File: config.mk
export PLATFORM = sky130hd
export DESIGN_NAME = audio_mixer
export DESIGN_NICKNAME = d
export VERILOG_FILES = /design/src/core_pkg.sv /design/src/audio_mixer.sv
export SDC_FILE = /design/constraint.sdc
export NUM_CORES = 1
export LEC_CHECK = 0
export BUFFER_PORTS_ARGS = -buffer_cell sky130_fd_sc_hd__buf_2
export CORE_ASPECT_RATIO = 1.75
export CORE_UTILIZATION = 53
export DETAILED_ROUTE_END_ITERATION = 12
export GPL_TIMING_DRIVEN = 0
export PLACE_DENSITY = 0.85
export REMOVE_ABC_BUFFERS = 1
export SYNTH_ARGS = -nofsm -noshare
export SYNTH_HDL_FRONTEND = slang
export SYNTH_SLANG_ARGS = --single-unit
export TNS_END_PERCENT = 50
File: constraint.sdc
create_clock -name clk_sys -period 7.5 [get_ports clk_sys]
set_clock_uncertainty 0.2 [all_clocks]
set_input_delay 0 -clock clk_sys [delete_from_list [all_inputs] [get_ports clk_sys]]
set_output_delay 0 -clock clk_sys [all_outputs]
set_load 0.1 [all_outputs]
File: src/core_pkg.sv
package core_pkg;

	// Data word on the host DMA port and on the memory bus
	typedef logic [31:0] word_t;

	// Byte address as issued by the host, the memory decodes bits 2 and up
	typedef logic [31:0] addr_t;

	// Signed audio sample from the sound card and toward the codec
	typedef logic signed [15:0] sample_t;

	// Host status word
	// Bit 0 is the host reset request
	typedef logic [31:0] status_t;

	// DMA bridge sequencing
	typedef enum logic [2:0] {
		idle,
		read_issue,
		read_data,
		write_issue,
		write_done
	} bridge_state_t;

endpackage
File: src/audio_mixer.sv
module audio_mixer (
	input  logic              clk_sys,
	input  logic              reset,
	input  core_pkg::sample_t sb_left,
	input  core_pkg::sample_t sb_right,
	input  logic              speaker_enable,
	input  logic              speaker_out,
	output core_pkg::sample_t audio_left,
	output core_pkg::sample_t audio_right
);
	import core_pkg::*;

	// Full positive swing of the PC speaker
	localparam sample_t SPEAKER_LEVEL = 16'sh7fff;

	sample_t speaker_level;

	assign speaker_level = (speaker_enable && speaker_out) ? SPEAKER_LEVEL : '0;

	// Halving leaves headroom for the speaker, the sum wraps in 16 bits
	always_ff @(posedge clk_sys) begin
		if (reset) begin
			audio_left  <= '0;
			audio_right <= '0;
		end else begin
			audio_left  <= (sb_left >>> 1) + speaker_level;
			audio_right <= (sb_right >>> 1) + speaker_level;
		end
	end

endmodule

## Yosys cells after proc, flatten, opt, wreduce, memory -nomap -nowiden

Cells that the tools add are included.

| cells by class | value |
|---|---|
| $add $sub $neg | 2 |
| mux-type cells | 1 |
| reductions and logical operators | 1 |

Operators by type and width:

| kind | number |
|---|---|
| $add A15 B16 Y16 | 2 |
| $mux W15 | 1 |
| $logic_and A1 B1 Y1 | 1 |

| word-level totals | value |
|---|---|
| register bits | 32 |
| input port bits | 36 |
| output and inout port bits | 32 |
| word-level logic and storage cells | 6 |

## Depth between registers and ports, before layout

| depth | value |
|---|---|
| depth in word-level cells | 3 |
| depth in mapped cells | 10 |
| depth with buffers taken out | 8 |

## Worst setup path after synthesis

OpenSTA, ideal clock, no wires.

| path | value |
|---|---|
| kind | input port to flip-flop |
| from | input speaker_enable |
| to | register audio_right[14] |
| library setup time | 0.137 ns |
| arrival | 2.281 ns |
| path slack | 4.882 ns |
| stages | 10 |
| cell sequence | nand2_1 > clkbuf_1 > buf_1 > xnor2_1 > ha_1 > nand3_1 > or4_4 > a222oi_1 > or4_1 > o211ai_1 |

| between the ends | value |
|---|---|
| longest elaborated chain between the ends | 3 |

Ends and longest elaborated chain:

| item | RTL line | source |
|---|---|---|
| start, declared | audio_mixer.sv:6 | `input logic speaker_enable,` |
| $logic_and A1 B1 Y1 | audio_mixer.sv:18 | `assign speaker_level = (speaker_enable && speaker_out) ? SPEAKER_LEVEL : '0;` |
| $mux W15 | audio_mixer.sv:18 |  |
| $add A15 B16 Y16 | audio_mixer.sv:27 | `audio_right <= (sb_right >>> 1) + speaker_level;` |
| end signal, assigned | audio_mixer.sv:27 |  |
| end, declared | audio_mixer.sv:9 | `output core_pkg::sample_t audio_right` |

No other way between the ends.
A chain may end at the register's enable or synchronous reset.

## Worst setup path after layout

| path | value |
|---|---|
| from | input sb_left[3] |
| to | register audio_left[7] |

| between the ends | value |
|---|---|
| longest elaborated chain between the ends | 1 |

Ends and longest elaborated chain:

| item | RTL line | source |
|---|---|---|
| start, declared | audio_mixer.sv:4 | `input core_pkg::sample_t sb_left,` |
| $add A15 B16 Y16 | audio_mixer.sv:26 | `audio_left <= (sb_left >>> 1) + speaker_level;` |
| end signal, assigned | audio_mixer.sv:26 |  |
| end, declared | audio_mixer.sv:8 | `output core_pkg::sample_t audio_left,` |

No other way between the ends.

==> results.cfg <==
[clock_tree]
hold_buffers = 43
numCtsBuffers = 5
ctsResizeCount = 0
post_cts_buffers = 0
tritoncts = done
cts_num_sinks = 32
clk_path_buf_depth = 2
cts_root_buf = clkbuf_8
path_clk_slew_ns = 0.07
htreeDepth = 2

[hold_path]
holdPathStages = 4
hold_class = in2reg
hp-start = sb_right[2]

[power]
power_leakage_nw = 1.12
clkPwrFrac_pct = 31.4
comb_power_share_pct = 33.8
ir_worst_vdd_mv = 0.187
switching_power_w = 0.000202
p_sw_share_pct = 38.2
seqPwrFrac_pct = 34.8
p_int_w = 0.000328
powerDensity_nw_per_um2 = 198

[timing]
final-max-slew-violation-count = 0
rsz0062_at_grt = no
slew-limit-headroom_pct = 42.9
tightest_slew_ns = 0.849
max_freq_mhz = 302
fin_tns_setup_ns = 0
layout_min_cycle_time_ns = 3.31
finalCritPeriodShare_pct = 44.2
hold_viol = 0
setup_viol = 0

[synthesis]
synth_area_per_cell_um2 = 8.25
synth_top_cell_by_area = dfxtp_1
yosysWarnings = 0
synth_common_cells = dfxtp_1, nor2_1, xnor2_1
yosys-top-cells-area = dfxtp_1, xnor2_1, nor2_1, xor2_1, or3_1
synthDistinctLibCells = 46
synth_ff_type = dfxtp_1
synth_edf_count = 0
async_flop_share_pct = 0
syn_area_um2 = 1810
yosys_register_bits = 32
yosysTopAreaCellShare_pct = 35.5
seq_area_frac_synth_pct = 35.5
synthCells = 219

[setup_path]
endpoint_kind = flop
crit_start = sb_left[3]
crit_type = in2reg
arrival_ns = 3.30
startpoint_type = input port
worstPathMaxFanout = 5
crit_required_ns = 7.49

[route]
num_vias = 2097
first_pass_iters = 4
ant_nets = 0
drt-total-wl_mm = 5.48
wl_per_cell_um = 14.9
vias_per_cell = 5.70
first_iter_violations = 61
route.detailed.drc = 0

[layout]
syn_to_final_growth_pct = 48.4
drive_gt1_share_pct = 24.6
diodes = 0
nNetsFinal = 362
fill_cells = 191
design_area_um2 = 2680

[floorplan]
die_w_um = 46.1
dieArea_um2 = 3660
core-area_um2 = 3210
start_util_pct = 56.3
num_io_pins = 68
die_y_um = 79.2
rows = 27

[global_routing]
grt.total_usage_pct = 33.2
grt_overflow = 0
grt_max_degree = 35
antenna_found_initial = 0
grt_pass1_wl_mm = 8.80
grt_pass1_vias = 2045

[placed_design]
place.gp.congestion = 0.844
postPlaceCellArea_um2 = 2140
hpwl_mm = 3.24
portBuffers = 65

[run_status]
status = complete, no violations

[job]
cap_viol_max_count = 0
-- final timing paths --
kind,to,slack (ns)
setup / recovery,audio_left[7],4.19
hold / removal,audio_right[1],0.01
-- layout by cell type (no fill, tap or decap), drive strengths merged, types with 5 or more instances in the layout --
cell          n
a21oi         8
and3          6
buf          65
clkbuf        5
dfxtp        32
dlygate4sd3  43
nand2        12
nand3        10
nor2         32
nor3         10
nor4          7
o21ai         5
or3          11
or4           7
xnor2        19
xor2          9
-- flip-flops by register name, summed over array words and instances (netlist names) --
signal and flops:
audio_right 16, audio_left 16
-- per-stage QoR --
stage                     util (%)  power [W]  setup WS (ns)  hold WS [ns]  instances
after floorplan                  -   0.000308           5.17        -0.131        209
after global placement        66.7   0.000345           4.60        0.0568        317
after detailed placement      66.7   0.000346           4.57        0.0591        317
after CTS                     83.5   0.000530           4.37        0.0130        368
after global routing          83.5   0.000551           4.05        0.0455        368
final                         83.5   0.000530           4.19        0.0120        368
-- power groups by stage --
stage	Combinational (W)	Clock, W	Sequential, W
2_1_floorplan	0.0000325	0	0.000275
3_3_place_gp	0.000157	0	0.000188
3_5_place_dp	0.000158	0	0.000188
4_1_cts	0.000176	0.000169	0.000184
5_1_grt	0.000188	0.000177	0.000186
6_report	0.000179	0.000167	0.000184
-- layer usage --
metal  wire length (um)  part of all wire [%]  vias up  global-route usage [%]
met1               1820                    33      952                    31.9
li1                   -                     -     1013                       -
met5                  0                     0        -                       0
met2               3070                    56      107                    58.5
met4                279                   5.1        0                    23.2
met3                306                   5.6       25                    6.59
-- kinds of logic (layout without fill, tap and decap cells) --
group	Yosys count	count (layout)	share of synthesized area, %
muxes	3	3	1.73
xor gates and xnor gates	28	28	13.6
AOI/OAI and AO/OA	31	31	11.4
and+or+nand+nor	112	112	33.7
adders and majority gates	2	2	1.38
DFF	32	32	35.5
buffers and inverters	11	117	2.77
-- area by class of cell --
cell class / count / area, um2 / share of cell area, %
Multi-Input combinational cell: 176 / 1120 / 41.6
Timing Repair Buffer: 108 / 756 / 28.2
Sequential cell: 32 / 641 / 23.9
Clock inverter: 3 / 42.5 / 1.59
Inverter: 1 / 3.75 / 0.140
Clock buffer: 5 / 68.8 / 2.57
Tap cell: 43 / 53.8 / 2.01
-- worst max-delay path: stages --
cell and delay [ns]:
dlygate4sd3_1 0.54, buf_2 0.15, or3_1 0.37, nor4_1 0.66
nand2_1 0.19, xor2_1 0.19, dlygate4sd3_1 0.57, nor2_1 0.04
dlygate4sd3_1 0.57
No activity file was read; power rests on OpenSTA's default activity.
