$ cat config.mk
export PLATFORM = sky130hd
export DESIGN_NAME = dma_bridge
export DESIGN_NICKNAME = d
export VERILOG_FILES = /design/src/core_pkg.sv /design/src/dma_bridge.sv
export SDC_FILE = /design/constraint.sdc
export NUM_CORES = 1
export LEC_CHECK = 0
export CORE_MARGIN = 3
export CORE_UTILIZATION = 37
export DETAILED_ROUTE_END_ITERATION = 8
export DONT_BUFFER_PORTS = 1
export PLACE_DENSITY_LB_ADDON = 0.3
export SYNTH_ARGS = -nofsm -noshare
export SYNTH_HDL_FRONTEND = slang
export SYNTH_SLANG_ARGS = --single-unit
$ cat constraint.sdc
create_clock -name clk_sys -period 3.1 [get_ports clk_sys]
set_input_delay 0.155 -clock clk_sys [delete_from_list [all_inputs] [get_ports clk_sys]]
set_output_delay 0.155 -clock clk_sys [all_outputs]
set_load 0.02 [all_outputs]
$ cat src/core_pkg.sv
package core_pkg;

	// Data word on the host DMA port and on the memory bus
	typedef logic [31:0] word_t;

	// Byte address as issued by the host, the memory decodes bits 2 and up
	typedef logic [31:0] addr_t;

	// Signed audio sample from the sound card and toward the codec
	typedef logic signed [15:0] sample_t;

	// Host status word
	// Bit 0 is the host reset request
	typedef logic [31:0] status_t;

	// DMA bridge sequencing
	typedef enum logic [2:0] {
		idle,
		read_issue,
		read_data,
		write_issue,
		write_done
	} bridge_state_t;

endpackage
$ cat src/dma_bridge.sv
module dma_bridge (
	input  logic            clk_sys,
	input  logic            reset,

	// Host single-word DMA port
	input  logic            dma_rd,
	input  logic            dma_wr,
	input  core_pkg::addr_t dma_addr,
	input  core_pkg::word_t dma_dout,
	output core_pkg::word_t dma_din,
	output logic            dma_wait,

	// Memory bus master
	input  logic            mem_waitrequest,
	input  logic            mem_readdatavalid,
	input  core_pkg::word_t mem_readdata,
	output logic            mem_read,
	output logic            mem_write,
	output core_pkg::addr_t mem_address,
	output core_pkg::word_t mem_writedata
);
	import core_pkg::*;

	bridge_state_t state;

	// A host pulse always wins and restarts the sequence
	always_ff @(posedge clk_sys) begin
		if (reset) begin
			state     <= idle;
			dma_wait  <= 1'b0;
			mem_read  <= 1'b0;
			mem_write <= 1'b0;
		end else if (dma_rd) begin
			state     <= read_issue;
			dma_wait  <= 1'b1;
			mem_read  <= 1'b1;
			mem_write <= 1'b0;
		end else if (dma_wr) begin
			state     <= write_issue;
			dma_wait  <= 1'b1;
			mem_read  <= 1'b0;
			mem_write <= 1'b1;
		end else begin
			case (state)
				read_issue: begin
					// Strobe stays up until the memory takes the request
					if (!mem_waitrequest) begin
						mem_read <= 1'b0;
						state    <= read_data;
					end
				end
				read_data: begin
					if (mem_readdatavalid) begin
						dma_wait <= 1'b0;
						state    <= idle;
					end
				end
				write_issue: begin
					if (!mem_waitrequest) begin
						mem_write <= 1'b0;
						state     <= write_done;
					end
				end
				write_done: begin
					dma_wait <= 1'b0;
					state    <= idle;
				end
				default: begin
					state <= idle;
				end
			endcase
		end
	end

	// Address and write data are latched with the host pulse
	always_ff @(posedge clk_sys) begin
		if (dma_rd || dma_wr) begin
			mem_address   <= dma_addr;
			mem_writedata <= dma_dout;
		end
	end

	// Read data is handed to the host on the edge that drops dma_wait
	always_ff @(posedge clk_sys) begin
		if (state == read_data && mem_readdatavalid) begin
			dma_din <= mem_readdata;
		end
	end

endmodule

==> results of run 1 <==
==> per-stage QoR <==
step | setup slack [ps] | cell area [um^2] | util (%) | cells | hold WS (ps)
after floorplan | 797 | 3150 | - | 125 | 227
after global placement | 1460 | 3290 | 39.8 | 230 | 231
after detailed placement | 1350 | 3290 | 39.8 | 230 | 231
==> cells by family after synthesis <==
kind of cell | after synthesis | synth area share (%)
flip-flops | 102 | 95.4
XOR/XNOR | 1 | 0.278
AO/OA/AOI/OAI | 5 | 1.11
buffers and inverters | 2 | 0.278
AND/OR/NAND/NOR | 15 | 2.98
==> run_results.csv, run 1 <==
group,metric,value,unit
status,status,"did not finish",
status,stop_stage,"4_1_cts",
status,firstError,"[ERROR RSZ-0060] Max buffer count reached.",
placed_design,port_buffers,0,
floorplan,die_h,98.3,um
yosys,synth_top_area_share,91.5,%
floorplan,ios,201,
cts,post_cts_buffers,0,
yosys,synth_nets,227,
placed_design,dp_hpwl,4.67,mm
yosys,post-synth-top-count-cell,"edfxtp_1",
yosys,synth_cells,125,
cts,clockBufferDepth,2,
cts,postCtsResizedCells,0,
placed_design,routabilityCongestion,0.708,
cts,htreeDepth,3,
cts,clock-sinks,102,
cts,ctsHoldBuffers,101,
yosys,synthesis.area,0.00315,mm^2
yosys,synthFlopType,"edfxtp_1",
yosys,avgSynthCellArea,25.2,um^2
cts,cts-root-buf,"clkbuf_8",
cts,cts_made_buffers,9,
yosys,synth_cell_types,16,
floorplan,die_x,98.3,um
yosys,async_flop_share,0,%
yosys,synthTopCellsByArea,"edfxtp_1, dfxtp_1, nor3_1",
floorplan,start_util,38.1,%
yosys,ys_ff_latch,102,
floorplan,fp-row-count,33,
yosys,yosysSeqAreaShare,95.4,%
yosys,yosys_warnings,0,
yosys,yosys.area.top_type,"edfxtp_1",
yosys,yosys-top-cells-count,"edfxtp_1, dfxtp_1, nor3_1, a21oi_1, nor2_1",
yosys,synth-edff-count,96,
==> inputs of run 2 (changes only) <==
Settings changed: CORE_UTILIZATION 37 to 22, PLACE_DENSITY_LB_ADDON 0.3 to 0.15.
==> run 2 against run 1 <==
Against the previous run:
- the flow now finishes without violations
- synthesized cell count is the same
- synthesized area did not move
==> run_results.csv, run 2 <==
group,metric,value,unit
timing,final.setup.worst_slack,1370,ps
global_routing,grt_max_degree,36,
final_layout,final_cell_mix,"dlygate4sd3_1, edfxtp_1, clkbuf_16, dfxtp_1, nor3_1",
cts,clockBufferDepth,2,
pwr,total_power,2990,uW
run,cap_viol_max_count,0,
pwr,p_per_area,640,mW/mm^2
critical_path,cp.arrival,1690,ps
timing,skew,9.93,ps
status,status,"complete, no violations",
cts,post_cts_buffers,0,
timing,worst_slew_pin_slew,882,ps
yosys,synth_fa_ha_area_share,0,%
cts,clkLatencyLatePin,340,ps
yosys,synth-xor-area-share,0.278,%
drt,vias_per_cell,3.85,
critical_path,startpoint_type,"flip-flop",
final_layout,area_delta_synth_final,48.5,%
final_layout,antenna_cells,0,
pwr,irDropWorstVdd,239,uV
final_layout,fill_cells,1332,
yosys,ys_ff_latch,102,
cts,cts-root-buf,"clkbuf_16",
yosys,synth_top_area_share,91.5,%
global_routing,antenna_found_initial,0,
drt,drt_first_iter_violations,69,
timing,setup_tns,0,ps
yosys,synth_nets,227,
critical_path,cp_max_fo,32,
global_routing,grt_pass1_vias,1854,
drt,num_vias,1617,
drt,wl_per_cell,17.2,um
yosys,synthTopCellsByArea,"edfxtp_1, dfxtp_1, nor3_1",
cts,postCtsResizedCells,0,
timing,max-slew-margin-rel,41.0,%
yosys,yosys-top-cells-count,"edfxtp_1, dfxtp_1, nor3_1, a21oi_1, nor2_1",
floorplan,die_x,126,um
final_layout,layout.nets,338,
placed_design,routabilityCongestion,0.709,
critical_path,crit_path_cell_trace,"nand3b_1 > nor2_4",
final_layout,final-seq-area,0.00300,mm^2
final_layout,multi_input_area,145,um^2
yosys,yosys_warnings,0,
yosys,synth_cells,125,
yosys,yosysSeqAreaShare,95.4,%
yosys,synth_top_family_by_area,"simple AND/OR/NAND/NOR gates",
critical_path,cp_top_family,"simple AND/OR/NAND/NOR gates",
yosys,synthesis.area,0.00315,mm^2
floorplan,die_h,126,um
critical_path,r2r-start,"state[1]",
floorplan,coreArea,0.0139,mm^2
floorplan,start_util,22.6,%
critical_path,required,3060,ps
placed_design,dp_slack,1330,ps
yosys,avgSynthCellArea,25.2,um^2
cts,cts_made_buffers,9,
timing,hold_violations,0,
floorplan,fp-row-count,43,
yosys,async_flop_share,0,%
yosys,synth-simple-area-share,2.98,%
yosys,synthFlopType,"edfxtp_1",
drt,dr.pass1.iters,4,
placed_design,port_buffers,0,
critical_path,critPathBufInv,0,
cts,clkTransAtPathRegs,70,ps
pwr,power_leakage,0.00160,uW
cts,htreeDepth,3,
timing,period_minus_slack,1730,ps
final_layout,drive_above_1_share,7.92,%
timing,rsz0062_at_grt,"false",
cts,cts_tree,"built",
critical_path,critPathKind,"flip-flop to flip-flop",
yosys,synth_cell_types,16,
critical_path,slowest_stage,"nor2_4",
critical_path,crit_start,"state[1]",
floorplan,ios,201,
timing,setup_viol,0,
yosys,yosys.area.top_type,"edfxtp_1",
critical_path,crit_path_end_kind,"flip-flop",
timing,fin_crit_sh,56.0,%
global_routing,grt_overflow_total,0,
critical_path,slowest_delay,700,ps
cts,clock-sinks,102,
yosys,synth-edff-count,96,
drt,ant_nets,0,
drt,wl,7.20,mm
min_path,hold_class,"primary input to flip-flop",
global_routing,grtUsageTotal,9.20,%
timing,clock.fmax,577,MHz
min_path,hold_start,"dma_wr",
yosys,post-synth-top-count-cell,"edfxtp_1",
yosys,muxShareOfSynthArea,0,%
final_layout,top_regs,"dma_din: 32 flops, mem_address: 32 flops, mem_writedata: 32 flops",
cts,ctsHoldBuffers,100,
final_layout,final_common_cell,"dlygate4sd3_1",
yosys,synth_compound_area_share,1.11,%
floorplan,die_area,0.0158,mm^2
drt,drc,0,
global_routing,grt_pass1_wl,10.7,mm
timing,maxSlewViolCount,0,
-- run 2: worst register-to-register path: stages (launching register included) --
cell      delay (ps)
dfxtp_1          440
nand3b_1         190
nor2_4           700
-- run 2: worst paths after layout --
check                           slack [ps]    endpoint  depth (start not counted)
worst min-delay path                    20    state[1]                          2
worst min register to register         610    dma_wait                          2
worst max-delay path                  1370  dma_din[7]                          2
worst max register to register        1370  dma_din[7]                          2
-- run 2: cell families (layout without fill, tap and decap cells) --
family | Yosys count | in the layout
and+or+nand+nor | 15 | 15
AOI/OAI and AO/OA | 5 | 5
DFF | 102 | 102
xor gates and xnor gates | 1 | 1
buffers and inverters | 2 | 117
-- run 2: final cells by class --
| class | count | share of cell area [%] |
|---|---|---|
| Tap cell | 180 | 4.82 |
| Multi-Input combinational cell | 21 | 3.10 |
| Clock inverter | 5 | 1.31 |
| Clock buffer | 10 | 4.90 |
| Timing Repair Buffer | 101 | 21.6 |
| Sequential cell | 102 | 64.2 |
| Inverter | 1 | 0.0803 |
-- run 2: power by group --
part           switching, uW  leakage [uW]  internal, uW
registers                156      0.000992          1610
clock network            463      0.000142           624
logic                   44.8      0.000462          90.7
total                    664       0.00160          2330
-- run 2: per-stage QoR --
step           hold slack (ps)  cells  instance area [um^2]  utilization [%]
6_report                  16.2    420                  4680             33.6
5_1_grt                   25.6    420                  4680             33.6
4_1_cts                   7.02    420                  4680             33.6
3_5_place_dp               237    305                  3380             24.3
3_3_place_gp               231    305                  3380             24.3
2_1_floorplan              227    125                  3150                -
-- run 2: layer usage --
metal	GRT usage, %	wire length, um	vias to the layer above
li1	-	-	719
met1	8.96	2530	748
met5	0	0	-
met3	7.08	1150	9
met4	4.40	133	0
met2	14.3	3390	141
(Power assumes the default switching activity.)
==> inputs of run 3 (changes only) <==
Clock period 3.1 ns to 1.66 ns, I/O delays scaled along.
==> run 3 against run 2 <==
Against the previous run:
- the flow now stops in 4_1_cts
- synthesized cell count unchanged
- synthesized area is the same
==> run_results.csv, run 3 <==
group,metric,value,unit
status,status,"did not finish",
status,stop_stage,"4_1_cts",
status,firstError,"[ERROR RSZ-0060] Max buffer count reached.",
cts,clock-sinks,102,
yosys,yosys-top-cells-count,"edfxtp_1, dfxtp_1, nor3_1, a21oi_1, nor2_1",
yosys,synth_nets,227,
cts,htreeDepth,3,
yosys,async_flop_share,0,%
yosys,post-synth-top-count-cell,"edfxtp_1",
cts,cts-root-buf,"clkbuf_16",
yosys,avgSynthCellArea,25.2,um^2
cts,cts_made_buffers,9,
yosys,synthesis.area,0.00315,mm^2
floorplan,ios,201,
cts,ctsHoldBuffers,101,
floorplan,fp-row-count,43,
floorplan,die_x,126,um
floorplan,start_util,22.6,%
yosys,yosysSeqAreaShare,95.4,%
yosys,yosys_warnings,0,
placed_design,dp_hpwl,4.96,mm
yosys,synth_cell_types,16,
yosys,synth-edff-count,96,
yosys,synth_top_area_share,91.5,%
yosys,synthTopCellsByArea,"edfxtp_1, dfxtp_1, nor3_1",
yosys,synthFlopType,"edfxtp_1",
cts,postCtsResizedCells,0,
placed_design,routabilityCongestion,0.750,
cts,clockBufferDepth,2,
yosys,yosys.area.top_type,"edfxtp_1",
floorplan,die_h,126,um
cts,post_cts_buffers,0,
placed_design,port_buffers,0,
yosys,synth_cells,125,
yosys,ys_ff_latch,102,
-- run 3: logic make-up after synthesis --
family / synth area share [%]
AOI/OAI and AO/OA: 1.11
xor gates and xnor gates: 0.278
buffers and inverters: 0.278
DFF: 95.4
and+or+nand+nor: 2.98
-- run 3: stage by stage --
step / std cells / hold slack, ps / setup slack, ps / utilization (%) / instance area, um^2
after floorplan: 125 / 155 / 149 / - / 3160
after global placement: 306 / 158 / 456 / 24.5 / 3420
after detailed placement: 306 / 165 / 403 / 24.5 / 3420
