===== src/core_pkg.sv =====
package core_pkg;

	// Data word on the host DMA port and on the memory bus
	typedef logic [31:0] word_t;

	// Byte address as issued by the host, the memory decodes bits 2 and up
	typedef logic [31:0] addr_t;

	// Signed audio sample from the sound card and toward the codec
	typedef logic signed [15:0] sample_t;

	// Host status word
	// Bit 0 is the host reset request
	typedef logic [31:0] status_t;

	// DMA bridge sequencing
	typedef enum logic [2:0] {
		idle,
		read_issue,
		read_data,
		write_issue,
		write_done
	} bridge_state_t;

endpackage

===== src/reset_sequencer.sv =====
module reset_sequencer #(
	parameter int RESET_PULSE = 8
) (
	input  logic              clk_sys,
	input  logic              reset,
	input  core_pkg::status_t status,
	input  logic [1:0]        buttons,
	input  logic              ps2_reset_n,
	output logic              sys_reset,
	output logic              cpu_reset
);

	logic [1:0]             host_rst_sync;
	logic                   host_rst_prev;
	logic                   host_rst_rise;
	logic [RESET_PULSE-1:0] rst_q;
	logic                   init_done;
	logic                   cpu_rst_q;

	// Host reset request comes from another clock domain
	always_ff @(posedge clk_sys) begin
		if (reset) begin
			host_rst_sync <= '0;
			host_rst_prev <= 1'b0;
		end else begin
			host_rst_sync <= {host_rst_sync[0], status[0]};
			host_rst_prev <= host_rst_sync[1];
		end
	end

	assign host_rst_rise = host_rst_sync[1] & ~host_rst_prev;

	// Each request reloads the stretcher with ones
	always_ff @(posedge clk_sys) begin
		if (reset) begin
			rst_q     <= '0;
			init_done <= 1'b0;
		end else if (host_rst_rise) begin
			rst_q     <= '1;
			init_done <= 1'b1;
		end else begin
			rst_q <= rst_q << 1;
		end
	end

	// Reset button, host request or keyboard controller reset line
	always_ff @(posedge clk_sys) begin
		if (reset) begin
			cpu_rst_q <= 1'b0;
		end else begin
			cpu_rst_q <= buttons[1] | status[0] | ~ps2_reset_n;
		end
	end

	// System is held in reset until the host asks for the first one
	assign sys_reset = rst_q[RESET_PULSE-1] | ~init_done;
	assign cpu_reset = sys_reset | cpu_rst_q;

endmodule


===== config.mk =====
export PLATFORM = sky130hd
export DESIGN_NAME = reset_sequencer
export DESIGN_NICKNAME = d
export VERILOG_FILES = /design/src/core_pkg.sv /design/src/reset_sequencer.sv
export SDC_FILE = /design/constraint.sdc
export NUM_CORES = 1
export LEC_CHECK = 0
export BUFFER_PORTS_ARGS = -buffer_cell sky130_fd_sc_hd__buf_4
export CORE_AREA = 2 2 39 41
export CTS_CLUSTER_SIZE = 25
export DETAILED_ROUTE_END_ITERATION = 8
export DIE_AREA = 0 0 41 43
export GPL_ROUTABILITY_DRIVEN = 0
export PLACE_DENSITY = 0.72
export SLEW_MARGIN = 20
export SYNTH_ARGS = -nofsm -noshare
export SYNTH_HDL_FRONTEND = slang
export SYNTH_SLANG_ARGS = --single-unit

===== constraint.sdc =====
create_clock -name clk_sys -period 1.44 [get_ports clk_sys]
set_input_delay 0.288 -clock clk_sys [delete_from_list [all_inputs] [get_ports clk_sys]]
set_output_delay 0.288 -clock clk_sys [all_outputs]
set_load 0.01 [all_outputs]

Word-level counts from Yosys, hierarchy flattened --
Cells that the tools add are included.
Operators by class: muxes and demuxes 1, bitwise gates (word level) 8
Operator list (count):
- $mux W8 | 1
- $or A1 B1 Y1 | 4
- $not A1 Y1 | 3
- $and A1 B1 Y1 | 1
Word-level totals: flip-flop bits (word level) 13, output and inout bits 2, bits of input ports 37

Longest topological paths before layout --
Gate-level depths: netlist of the first run.
depth in word-level cells 3, gate-level depth with buffers 3

Worst setup path before layout of the first run --
OpenSTA, ideal clock, no wires.
path kind register to output, start register rst_q[7], end output cpu_reset, slack 0.446 ns, arrival time 0.706 ns, stages on the path, launching flop included 3, path through dfxtp_1 > nand2b_1 > or2_1
On the way: cells in the longest elaborated chain, start to end 2
Ends and longest elaborated chain:
- from (decl) | RTL line reset_sequencer.sv:16 | logic [RESET_PULSE-1:0] rst_q;
- from (signal assigned) | RTL line reset_sequencer.sv:42 | rst_q <= rst_q << 1;
- $or A1 B1 Y1 | RTL line reset_sequencer.sv:56 | assign sys_reset = rst_q[RESET_PULSE-1] | ~init_done;
- via sys_reset | RTL line reset_sequencer.sv:9 | output logic sys_reset,
- $or A1 B1 Y1 | RTL line reset_sequencer.sv:57 | assign cpu_reset = sys_reset | cpu_rst_q;
- to (decl) | RTL line reset_sequencer.sv:10 | output logic cpu_reset
The timed path passes the listed nets, and every way through them passes these cells.

Worst setup path in the final report of the first run --
start register rst_q[7], end output cpu_reset
On the way: cells in the longest elaborated chain, start to end 2
Ends and longest elaborated chain (RTL line):
- $or A1 B1 Y1 | reset_sequencer.sv:56
- $or A1 B1 Y1 | reset_sequencer.sv:57
Every way passes these cells.

==> flow_summary_export.csv, run 1 <==
group,metric,value,unit
run_status,status,"completed",
power,irDropWorstVdd,0.5247,mV
floorplan,ioPinCount,39,
global_routing,grt_pass1_vias,227,
floorplan,coreArea,1384,sq um
setup_path,path_class,"reg2out",
setup_path,worst_r2r_startpoint,"host_rst_prev",
sta,rsz0062_at_grt,"false",
placement,dpl-instance-area,483.0,sq um
drt,vias,256,
clocking,cts_tree,"yes",
yosys,syn-cell-area,436.7,sq um
yosys,netlist_instances,40,
finish,utilization,0.3680,
placement,hpwl,369.9,microns
setup_path,critPathMaxStageDelay,0.30,ns
finish,nets,86,
clocking,clock_path_buffers,2,
yosys,synth.avg_cell_area,10.92,sq um
drt,drt-initial-drc-count,2,
flow_run,maxCapViolCount,0,
drt,dr.pass1.iters,2,
setup_path,worstPathRequired,1.15,ns
global_routing,grt_max_degree,14,
clocking,path_clk_slew,0.07,ns
clocking,cts_hold_buf,0,
setup_path,cp_max_fo,2,
sta,setup_viol,0,
sta,worst_clock_skew,0.0001691,ns
floorplan,dieWidth,41,microns
sta,worst_slack,0.1015,ns
sta,period_share,0.9295,
global_routing,grt.total_usage,0.08165,
drt,wirelength,548,microns
clocking,clock-sinks,13,
clocking,numCtsBuffers,3,
hold_path,hp-class,"in2reg",
yosys,syn-num-nets,77,
sta,worst_hold_slack,0.1845,ns
finish,syn_to_final_growth,16.62,%
clocking,cts_root_buf,"clkbuf_4",
sta,slew_headroom,0.8823,
drt,drc,0,
power,leakage,0.0001891,uW
finish,final_layout_size_suffix_gt1_frac,0.3750,
finish,final_area,509.2,sq um
drt,post_drt_wl_per_cell,8.563,microns
global_routing,gr-total-overflow,0,
sta,fin_tns_setup,0,ns
setup_path,cpMaxStageDelayCell,"dfxtp_1",
setup_path,cp.arrival,1.05,ns
setup_path,critPathLaunchType,"flop",
yosys,ys_seq_area_frac,0.5960,
floorplan,start_util,0.3156,
clocking,htreeDepth,1,
drt,via_per_inst,4.000,
global_routing,antenna_found_initial,0,
drt,ant_nets,0,
sta,finalCriticalPeriod,1.339,ns
setup_path,path_cells,"nand2b_1, or2_1, buf_4",
yosys,synth_cell_type_count,11,
placement,portBuffers,6,
global_routing,grt_pass1_wl,876,microns
clocking,postCtsResizedCells,0,
sta,max_slew.worst_pin.slew,0.1765,ns
floorplan,dieArea,1763,sq um
clocking,clk_latency,0.27,ns
sta,fmax,747.1,MHz
finish,antennaDiodeCount,0,
sta,final_hold_viol_count,0,
floorplan,dieHeight,43,microns
sta,slew_viol_final,0,
setup_path,crit_start,"rst_q[7]",
power,pwr_density_cell,1262,nW/um^2
floorplan,rows,14,
hold_path,hp-start,"ps2_reset_n",
yosys,yosysWarningCount,0,
setup_path,crit_path_end_kind,"primary output",
yosys,ys_ff_latch,13,
clocking,post-cts-setup-buffers,0,
placement,dp_slack,0.3896,ns
==> path summary, 6_finish.rpt <==
check	endpoint	slack, ns	depth (start not counted)
min reg2reg	rst_q[2]	0.43	2
max	cpu_reset	0.10	3
max reg2reg	rst_q[3]	0.73	2
min	cpu_rst_q	0.18	2
==> per-stage QoR <==
step / cells / total power (uW)
global placement: 60 / 434.9
global route: 64 / 677.3
CTS: 64 / 654.7
finish: 64 / 642.5
detailed placement: 60 / 436.1
floorplan: 40 / 422.5
==> final cells by class <==
| cell class | count | area, sq um |
|---|---|---|
| Tap cell | 16 | 20.02 |
| Fill cell | 140 | 874.6 |
| Timing Repair Buffer | 6 | 45.04 |
| Multi-Input combinational cell | 17 | 127.6 |
| Clock buffer | 4 | 26.28 |
| Sequential cell | 13 | 260.3 |
| Inverter | 8 | 30.03 |
==> registers in the layout, indices dropped and copies added, names as in the netlist <==
register       flops
init_done          1
host_rst_prev      1
host_rst_sync      2
rst_q              8
cpu_rst_q          1
==> cell usage after synthesis <==
cell	n	area, sq um
inv_1	8	30.03
a21oi_1	1	5.000
a21oi_2	8	70.07
nand2b_4	1	13.76
buf_6	1	11.26
dfxtp_1	13	260.3
nor2_1	2	7.510
nor2b_1	3	18.77
or2_1	1	6.260
buf_4	1	7.510
nand2b_1	1	6.260
==> layout by cell type (no fill, tap or decap) <==
cell / synthesis / routed
a21oi_1: 1 / 1
a21oi_2: 8 / 8
buf_4: 1 / 6
clkbuf_1: 0 / 1
clkbuf_4: 0 / 3
dfxtp_1: 13 / 13
inv_1: 8 / 8
nand2b_1: 1 / 1
nand2b_4: 1 / 1
nor2_1: 2 / 2
nor2b_1: 3 / 3
or2_1: 1 / 1
==> critical path: cells and delay by family (launching register included) <==
family | cells | cell delay, ns
buffers and inverters | 1 | 0.14
flip-flops | 1 | 0.30
AND/OR/NAND/NOR | 2 | 0.34
==> cell families after synthesis <==
group                  count (synthesis)  share of synthesized area
buffers and inverters                 10                     0.1118
flip-flops                            13                     0.5960
AO/OA/AOI/OAI                          9                     0.1719
AND/OR/NAND/NOR                        8                     0.1204
==> power breakdown <==
group / switching [uW] / internal (uW) / leakage (uW)
registers: 4.81 / 376 / 0.000107
clock network: 108 / 107 / 0.0000150
logic: 23.0 / 22.9 / 0.0000674
==> per-layer routing <==
metal  up-vias  share of wire  GRT usage
met5         -              0          0
met4         0          0.024    0.06000
met1       113           0.46    0.07492
li1        135              -          -
met2         6           0.44     0.1063
met3         2          0.068    0.07853
Note: power is estimated with default switching activity, not from simulation.
==> run 2: changes to the inputs <==
--- a/config.mk
+++ b/config.mk
@@ -7,6 +7,7 @@
 export LEC_CHECK = 0
 export BUFFER_PORTS_ARGS = -buffer_cell sky130_fd_sc_hd__buf_4
 export CORE_AREA = 2 2 39 41
+export CTS_BUF_LIST = sky130_fd_sc_hd__clkbuf_16
 export CTS_CLUSTER_SIZE = 25
 export DETAILED_ROUTE_END_ITERATION = 8
 export DIE_AREA = 0 0 41 43
==> run 2 against run 1 <==
Clock power up 130%. Sequential share of layout area down 4.8 points. Core utilization up 3.8 points. Routed wire length up 4.4%. Critical endpoint unchanged. Critical path depth unchanged. Die area unchanged.
==> flow_summary_export.csv, run 2 (same netlist as run 1, synthesis figures left out) <==
group,metric,value,unit
clocking,path_clk_slew,0.04,ns
finish,nets,86,
sta,period_share,0.8987,
power,pwr_density_cell,1652,nW/um^2
floorplan,coreArea,1384,sq um
finish,layout_commonest_cell,"dfxtp_1",
clocking,post-cts-setup-buffers,0,
sta,fin_tns_setup,0,ns
floorplan,rows,14,
sta,rsz0062_at_grt,"false",
floorplan,dieWidth,41,microns
drt,ant_nets,0,
floorplan,dieArea,1763,sq um
flow_run,maxCapViolCount,0,
finish,final_area,561.8,sq um
sta,final_hold_viol_count,0,
clocking,clk_latency,0.23,ns
drt,post_drt_wl_per_cell,8.938,microns
drt,drt-initial-drc-count,0,
finish,largest_register_ffs,8,
clocking,postCtsResizedCells,0,
setup_path,critPathMaxStageDelay,0.29,ns
sta,worst_clock_skew,0.0008008,ns
hold_path,hp-class,"in2reg",
global_routing,grt_pass1_wl,938,microns
setup_path,cp_max_fo,2,
setup_path,crit_path_end_kind,"primary output",
sta,setup_viol,0,
sta,slew_headroom,0.8832,
setup_path,cp.arrival,1.01,ns
setup_path,worstPathRequired,1.15,ns
setup_path,path_class,"reg2out",
finish,final_cell_mix,"dfxtp_1, inv_1, a21oi_2",
clocking,numCtsBuffers,3,
clocking,htreeDepth,1,
finish,syn_to_final_growth,28.65,%
setup_path,cpMaxStageDelayCell,"dfxtp_1",
finish,regMostFlops,"rst_q",
global_routing,grt_pass1_vias,243,
placement,dpl-instance-area,483.0,sq um
run_status,status,"completed",
power,irDropWorstVdd,0.7861,mV
setup_path,crit_buf_inv,1,
clocking,cts_root_buf,"clkbuf_16",
sta,slew_viol_final,0,
floorplan,ioPinCount,39,
clocking,clock-sinks,13,
finish,final_layout_size_suffix_gt1_frac,0.3750,
setup_path,path_cells,"nand2b_1, or2_1, buf_4",
setup_path,crit_family,"simple AND/OR/NAND/NOR gates",
floorplan,start_util,0.3156,
sta,max_slew.worst_pin.slew,0.1752,ns
drt,wirelength,572,microns
drt,drc,0,
floorplan,dieHeight,43,microns
global_routing,antenna_found_initial,0,
global_routing,gr-total-overflow,0,
drt,vias,260,
power,leakage,0.0002164,uW
finish,antennaDiodeCount,0,
setup_path,critPathLaunchType,"flop",
global_routing,grt.total_usage,0.09274,
clocking,cts_tree,"yes",
drt,dr.pass1.iters,1,
sta,finalCriticalPeriod,1.294,ns
drt,via_per_inst,4.063,
placement,portBuffers,6,
clocking,cts_hold_buf,0,
finish,reg.largest.list,"rst_q x8, host_rst_sync x2",
global_routing,grt_max_degree,14,
clocking,clock_path_buffers,2,
placement,hpwl,369.9,microns
sta,fmax,772.7,MHz
[run 2: cell count changes in the layout (fill, tap and decap cells not counted)]
cell       before  now
inv_1           8    9
clkbuf_4        3    0
clkbuf_16       0    3
clkbuf_1        1    0
[run 2: layout make-up]
class                      count  area (sq um)
fill                         137         822.0
clock inverter                 1         3.754
sequential                    13         260.3
clock buffer                   3         75.07
inverter                       8         30.03
timing repair buffer           6         45.04
multi-input combinational     17         127.6
tap                           16         20.02
[run 2: metrics by stage]
stage               hold slack [ns]  setup WS, ns  power, uW    util  cells
global route                 0.2244       0.09503      967.7  0.4060     64
finish                       0.2239        0.1458      928.3  0.4060     64
floorplan                    0.3596        0.4462      422.5       -     40
detailed placement           0.4263        0.3896      436.1  0.3490     60
global placement             0.4169        0.3998      434.9  0.3490     60
CTS                          0.2211        0.1341      942.1  0.4060     64
[run 2: worst paths after layout]
check,startpoint,endpoint,slack [ns],depth (start not counted)
min,ps2_reset_n,cpu_rst_q,0.22,2
max reg2reg,host_rst_prev,rst_q[7],0.73,2
max,rst_q[7],cpu_reset,0.15,3
min reg2reg,rst_q[1],rst_q[2],0.43,2
[run 2: metal layers]
layer / routed length [microns] / global-route usage / vias up
met2: 249 / 0.1188 / 6
met1: 256 / 0.07818 / 116
met3: 38 / 0.07853 / 2
li1: - / - / 136
met4: 27 / 0.1000 / 0
met5: 0 / 0 / -
[run 2: worst reg2reg max path, delay by kind of cell (launching register included)]
kind	cells	cell delay, ns
and+or+nand+nor	1	0.20
AOI/OAI and AO/OA	1	0.15
DFF	1	0.29
[run 2: report_power, final]
part	internal (uW)	leakage [uW]	switching (uW)
logic	22.9	0.0000674	23.0
clock network	364	0.0000423	135
registers	378	0.000107	4.76
==> run 3: changes to the inputs <==
--- a/config.mk
+++ b/config.mk
@@ -5,6 +5,7 @@
 export SDC_FILE = /design/constraint.sdc
 export NUM_CORES = 1
 export LEC_CHECK = 0
+export ABC_AREA = 1
 export BUFFER_PORTS_ARGS = -buffer_cell sky130_fd_sc_hd__buf_4
 export CORE_AREA = 2 2 39 41
 export CTS_BUF_LIST = sky130_fd_sc_hd__clkbuf_16
@@ -12,7 +13,7 @@
 export DETAILED_ROUTE_END_ITERATION = 8
 export DIE_AREA = 0 0 41 43
 export GPL_ROUTABILITY_DRIVEN = 0
-export PLACE_DENSITY = 0.72
+export PLACE_DENSITY = 0.7
 export SLEW_MARGIN = 20
 export SYNTH_ARGS = -nofsm -noshare
 export SYNTH_HDL_FRONTEND = slang
==> run 3 against run 2 <==
Routed wire length down 1.6%. Core utilization down 0.99 points. Clock skew up 0.00098 ns. Sequential power about the same. Synthesized cell count up 18%. Critical path type unchanged.
==> flow_summary_export.csv, run 3 <==
group,metric,value,unit
yosys,ys.flop_type,"dfxtp_1",
finish,multi_input_area,113.9,sq um
yosys,synth.avg_cell_area,8.838,sq um
yosys,ys_ff_latch,13,
finish,final_layout_size_suffix_gt1_frac,0.2321,
setup_path,path_class,"reg2out",
yosys,synth_top_family_by_area,"simple AND/OR/NAND/NOR gates",
yosys,synthArstFlopShare,0,
global_routing,grt_pass1_vias,255,
finish,largest_register_ffs,8,
setup_path,worstRegToRegCells,2,
finish,final_cell_mix,"nand2_1, dfxtp_1, inv_1",
finish,reg.largest.list,"rst_q x8, host_rst_sync x2",
floorplan,ioPinCount,39,
clocking,numCtsBuffers,3,
yosys,synthSimpleGateAreaFrac,0.2741,
yosys,yosysWarningCount,0,
finish,fillers,145,
drt,vias,291,
drt,drc,0,
sta,rsz0062_at_grt,"false",
power,p_sw,164.6,uW
sta,slew_headroom,0.8536,
yosys,synthAdderAreaFrac,0,
global_routing,grt.total_usage,0.1021,
clocking,cts_tree,"yes",
power,leakage,0.0002955,uW
yosys,synth_edf_count,0,
clocking,clock-sinks,13,
yosys,synth_top_area_share,0.6265,
finish,antennaDiodeCount,0,
drt,ant_nets,0,
power,p_clk_frac,0.541,
clocking,post-cts-setup-buffers,0,
drt,wirelength,563,microns
drt,drt-initial-drc-count,3,
run_status,status,"completed",
yosys,synth_top_area_cell,"dfxtp_1",
yosys,synth.area.mux_share,0,
yosys,synth.most_common_cell,"nand2_1",
floorplan,coreArea,1384,sq um
clocking,cts_root_buf,"clkbuf_16",
clocking,clock_path_buffers,2,
finish,syn_to_final_growth,31.93,%
setup_path,worstPathRequired,1.15,ns
sta,worst_clock_skew,0.001783,ns
yosys,ys_seq_area_frac,0.6265,
setup_path,crit_path_end_kind,"primary output",
drt,via_per_inst,4.042,
finish,layout_commonest_cell,"nand2_1",
sta,fin_tns_setup,0,ns
setup_path,cp_max_fo,1,
power,pwr_density_cell,1694,nW/um^2
finish,fin_cells,72,
floorplan,start_util,0.3002,
power,p_sw_frac,0.1772,
finish,final_area,548.0,sq um
global_routing,grt_max_degree,12,
clocking,clk_latency,0.24,ns
placement,place_inst,68,
flow_run,maxCapViolCount,0,
power,p_int,764.0,uW
sta,slew_viol_final,0,
sta,finalCriticalPeriod,1.112,ns
power,p_comb_frac,0.044,
sta,period_share,0.7723,
yosys,netlist_instances,47,
clocking,postCtsResizedCells,0,
yosys,syn-cell-area,415.4,sq um
yosys,ys_top_cells_by_area,"dfxtp_1, nand2_1, inv_1",
global_routing,grt_pass1_wl,1014,microns
finish,register_area,260.3,sq um
clocking,cts_hold_buf,0,
yosys,synth_compound_area_frac,0,
clocking,htreeDepth,1,
sta,final_hold_viol_count,0,
floorplan,rows,14,
yosys,yosys-top-cells-count,"nand2_1, dfxtp_1, inv_1, nor2_1",
placement,hpwl,392.2,microns
sta,setup_viol,0,
yosys,synth_cell_type_count,10,
drt,dr.pass1.iters,2,
drt,post_drt_wl_per_cell,7.819,microns
floorplan,dieWidth,41,microns
global_routing,antenna_found_initial,0,
global_routing,gr-total-overflow,0,
finish,nets,94,
power,irDropWorstVdd,0.8566,mV
placement,dpl-instance-area,469.2,sq um
floorplan,dieHeight,43,microns
setup_path,cp.arrival,0.82,ns
power,p_seq_frac,0.415,
hold_path,hp-class,"in2reg",
sta,fmax,899.2,MHz
sta,max_slew.worst_pin.slew,0.2193,ns
power,power.total,928.6,uW
yosys,yosys.area_share.xor_xnor,0,
setup_path,critPathLaunchType,"flop",
finish,regMostFlops,"rst_q",
hold_path,worstHoldPathCells,2,
floorplan,dieArea,1763,sq um
clocking,path_clk_slew,0.04,ns
yosys,syn-num-nets,84,
placement,portBuffers,6,
-- run 3: cell count changes after synthesis, sizes merged --
| cell | before | now |
|---|---|---|
| or2 | 1 | 0 |
| nor2b | 3 | 0 |
| a21oi | 9 | 0 |
| buf | 2 | 1 |
| nand2b | 2 | 0 |
| nand3 | 0 | 1 |
| nand2 | 0 | 21 |
| nand3b | 0 | 1 |
-- run 3: worst max-delay path, cell delays in order, from the launching register on --
cell      delay [ns]
dfxtp_1         0.30
nand3b_1        0.14
buf_4           0.14
-- run 3: kinds of logic (layout without fill, tap and decap cells) --
logic type    after synthesis  after routing
simple gates               25             25
flops                      13             13
buf+inv                     9             18
-- run 3: power groups by stage --
stage | combinational (uW) | clock, uW | sequential, uW
floorplan | 27.1 | 0 | 390
global placement | 39.6 | 0 | 391
detailed placement | 41.3 | 0 | 392
CTS | 41.5 | 521 | 386
global route | 47.1 | 544 | 387
finish | 40.6 | 502 | 386
-- run 3: metrics by stage --
| stage | hold WS, ns | util | setup WS, ns |
|---|---|---|---|
| 2_1_floorplan | 0.3592 | - | 0.6941 |
| 3_5_place_dp | 0.4008 | 0.3391 | 0.4745 |
| 5_1_grt | 0.2310 | 0.3960 | 0.2800 |
| 3_3_place_gp | 0.3901 | 0.3391 | 0.4865 |
| 4_1_cts | 0.2216 | 0.3960 | 0.3200 |
| 6_report | 0.2270 | 0.3960 | 0.3278 |
-- run 3: routing by layer --
metal	up-vias	part of all wire	track usage
met3	4	0.087	0.07853
met2	9	0.45	0.1250
li1	152	-	-
met5	-	0	0
met1	126	0.42	0.1020
met4	0	0.048	0.1000
-- run 3: cell type report --
cell class                 instances  area share
sequential                        13      0.4749
multi-input combinational         25      0.2078
clock buffer                       3      0.1370
timing repair buffer               6     0.08219
inverter                           8     0.05479
tap                               16     0.03653
clock inverter                     1    0.006849
-- run 3: worst paths after layout --
path	from	end	slack [ns]
setup / recovery	cpu_rst_q	cpu_reset	0.33
hold / removal	reset	host_rst_sync[1]	0.23
setup reg to reg	host_rst_sync[1]	rst_q[7]	0.77
hold reg to reg	host_rst_sync[0]	host_rst_sync[1]	0.41
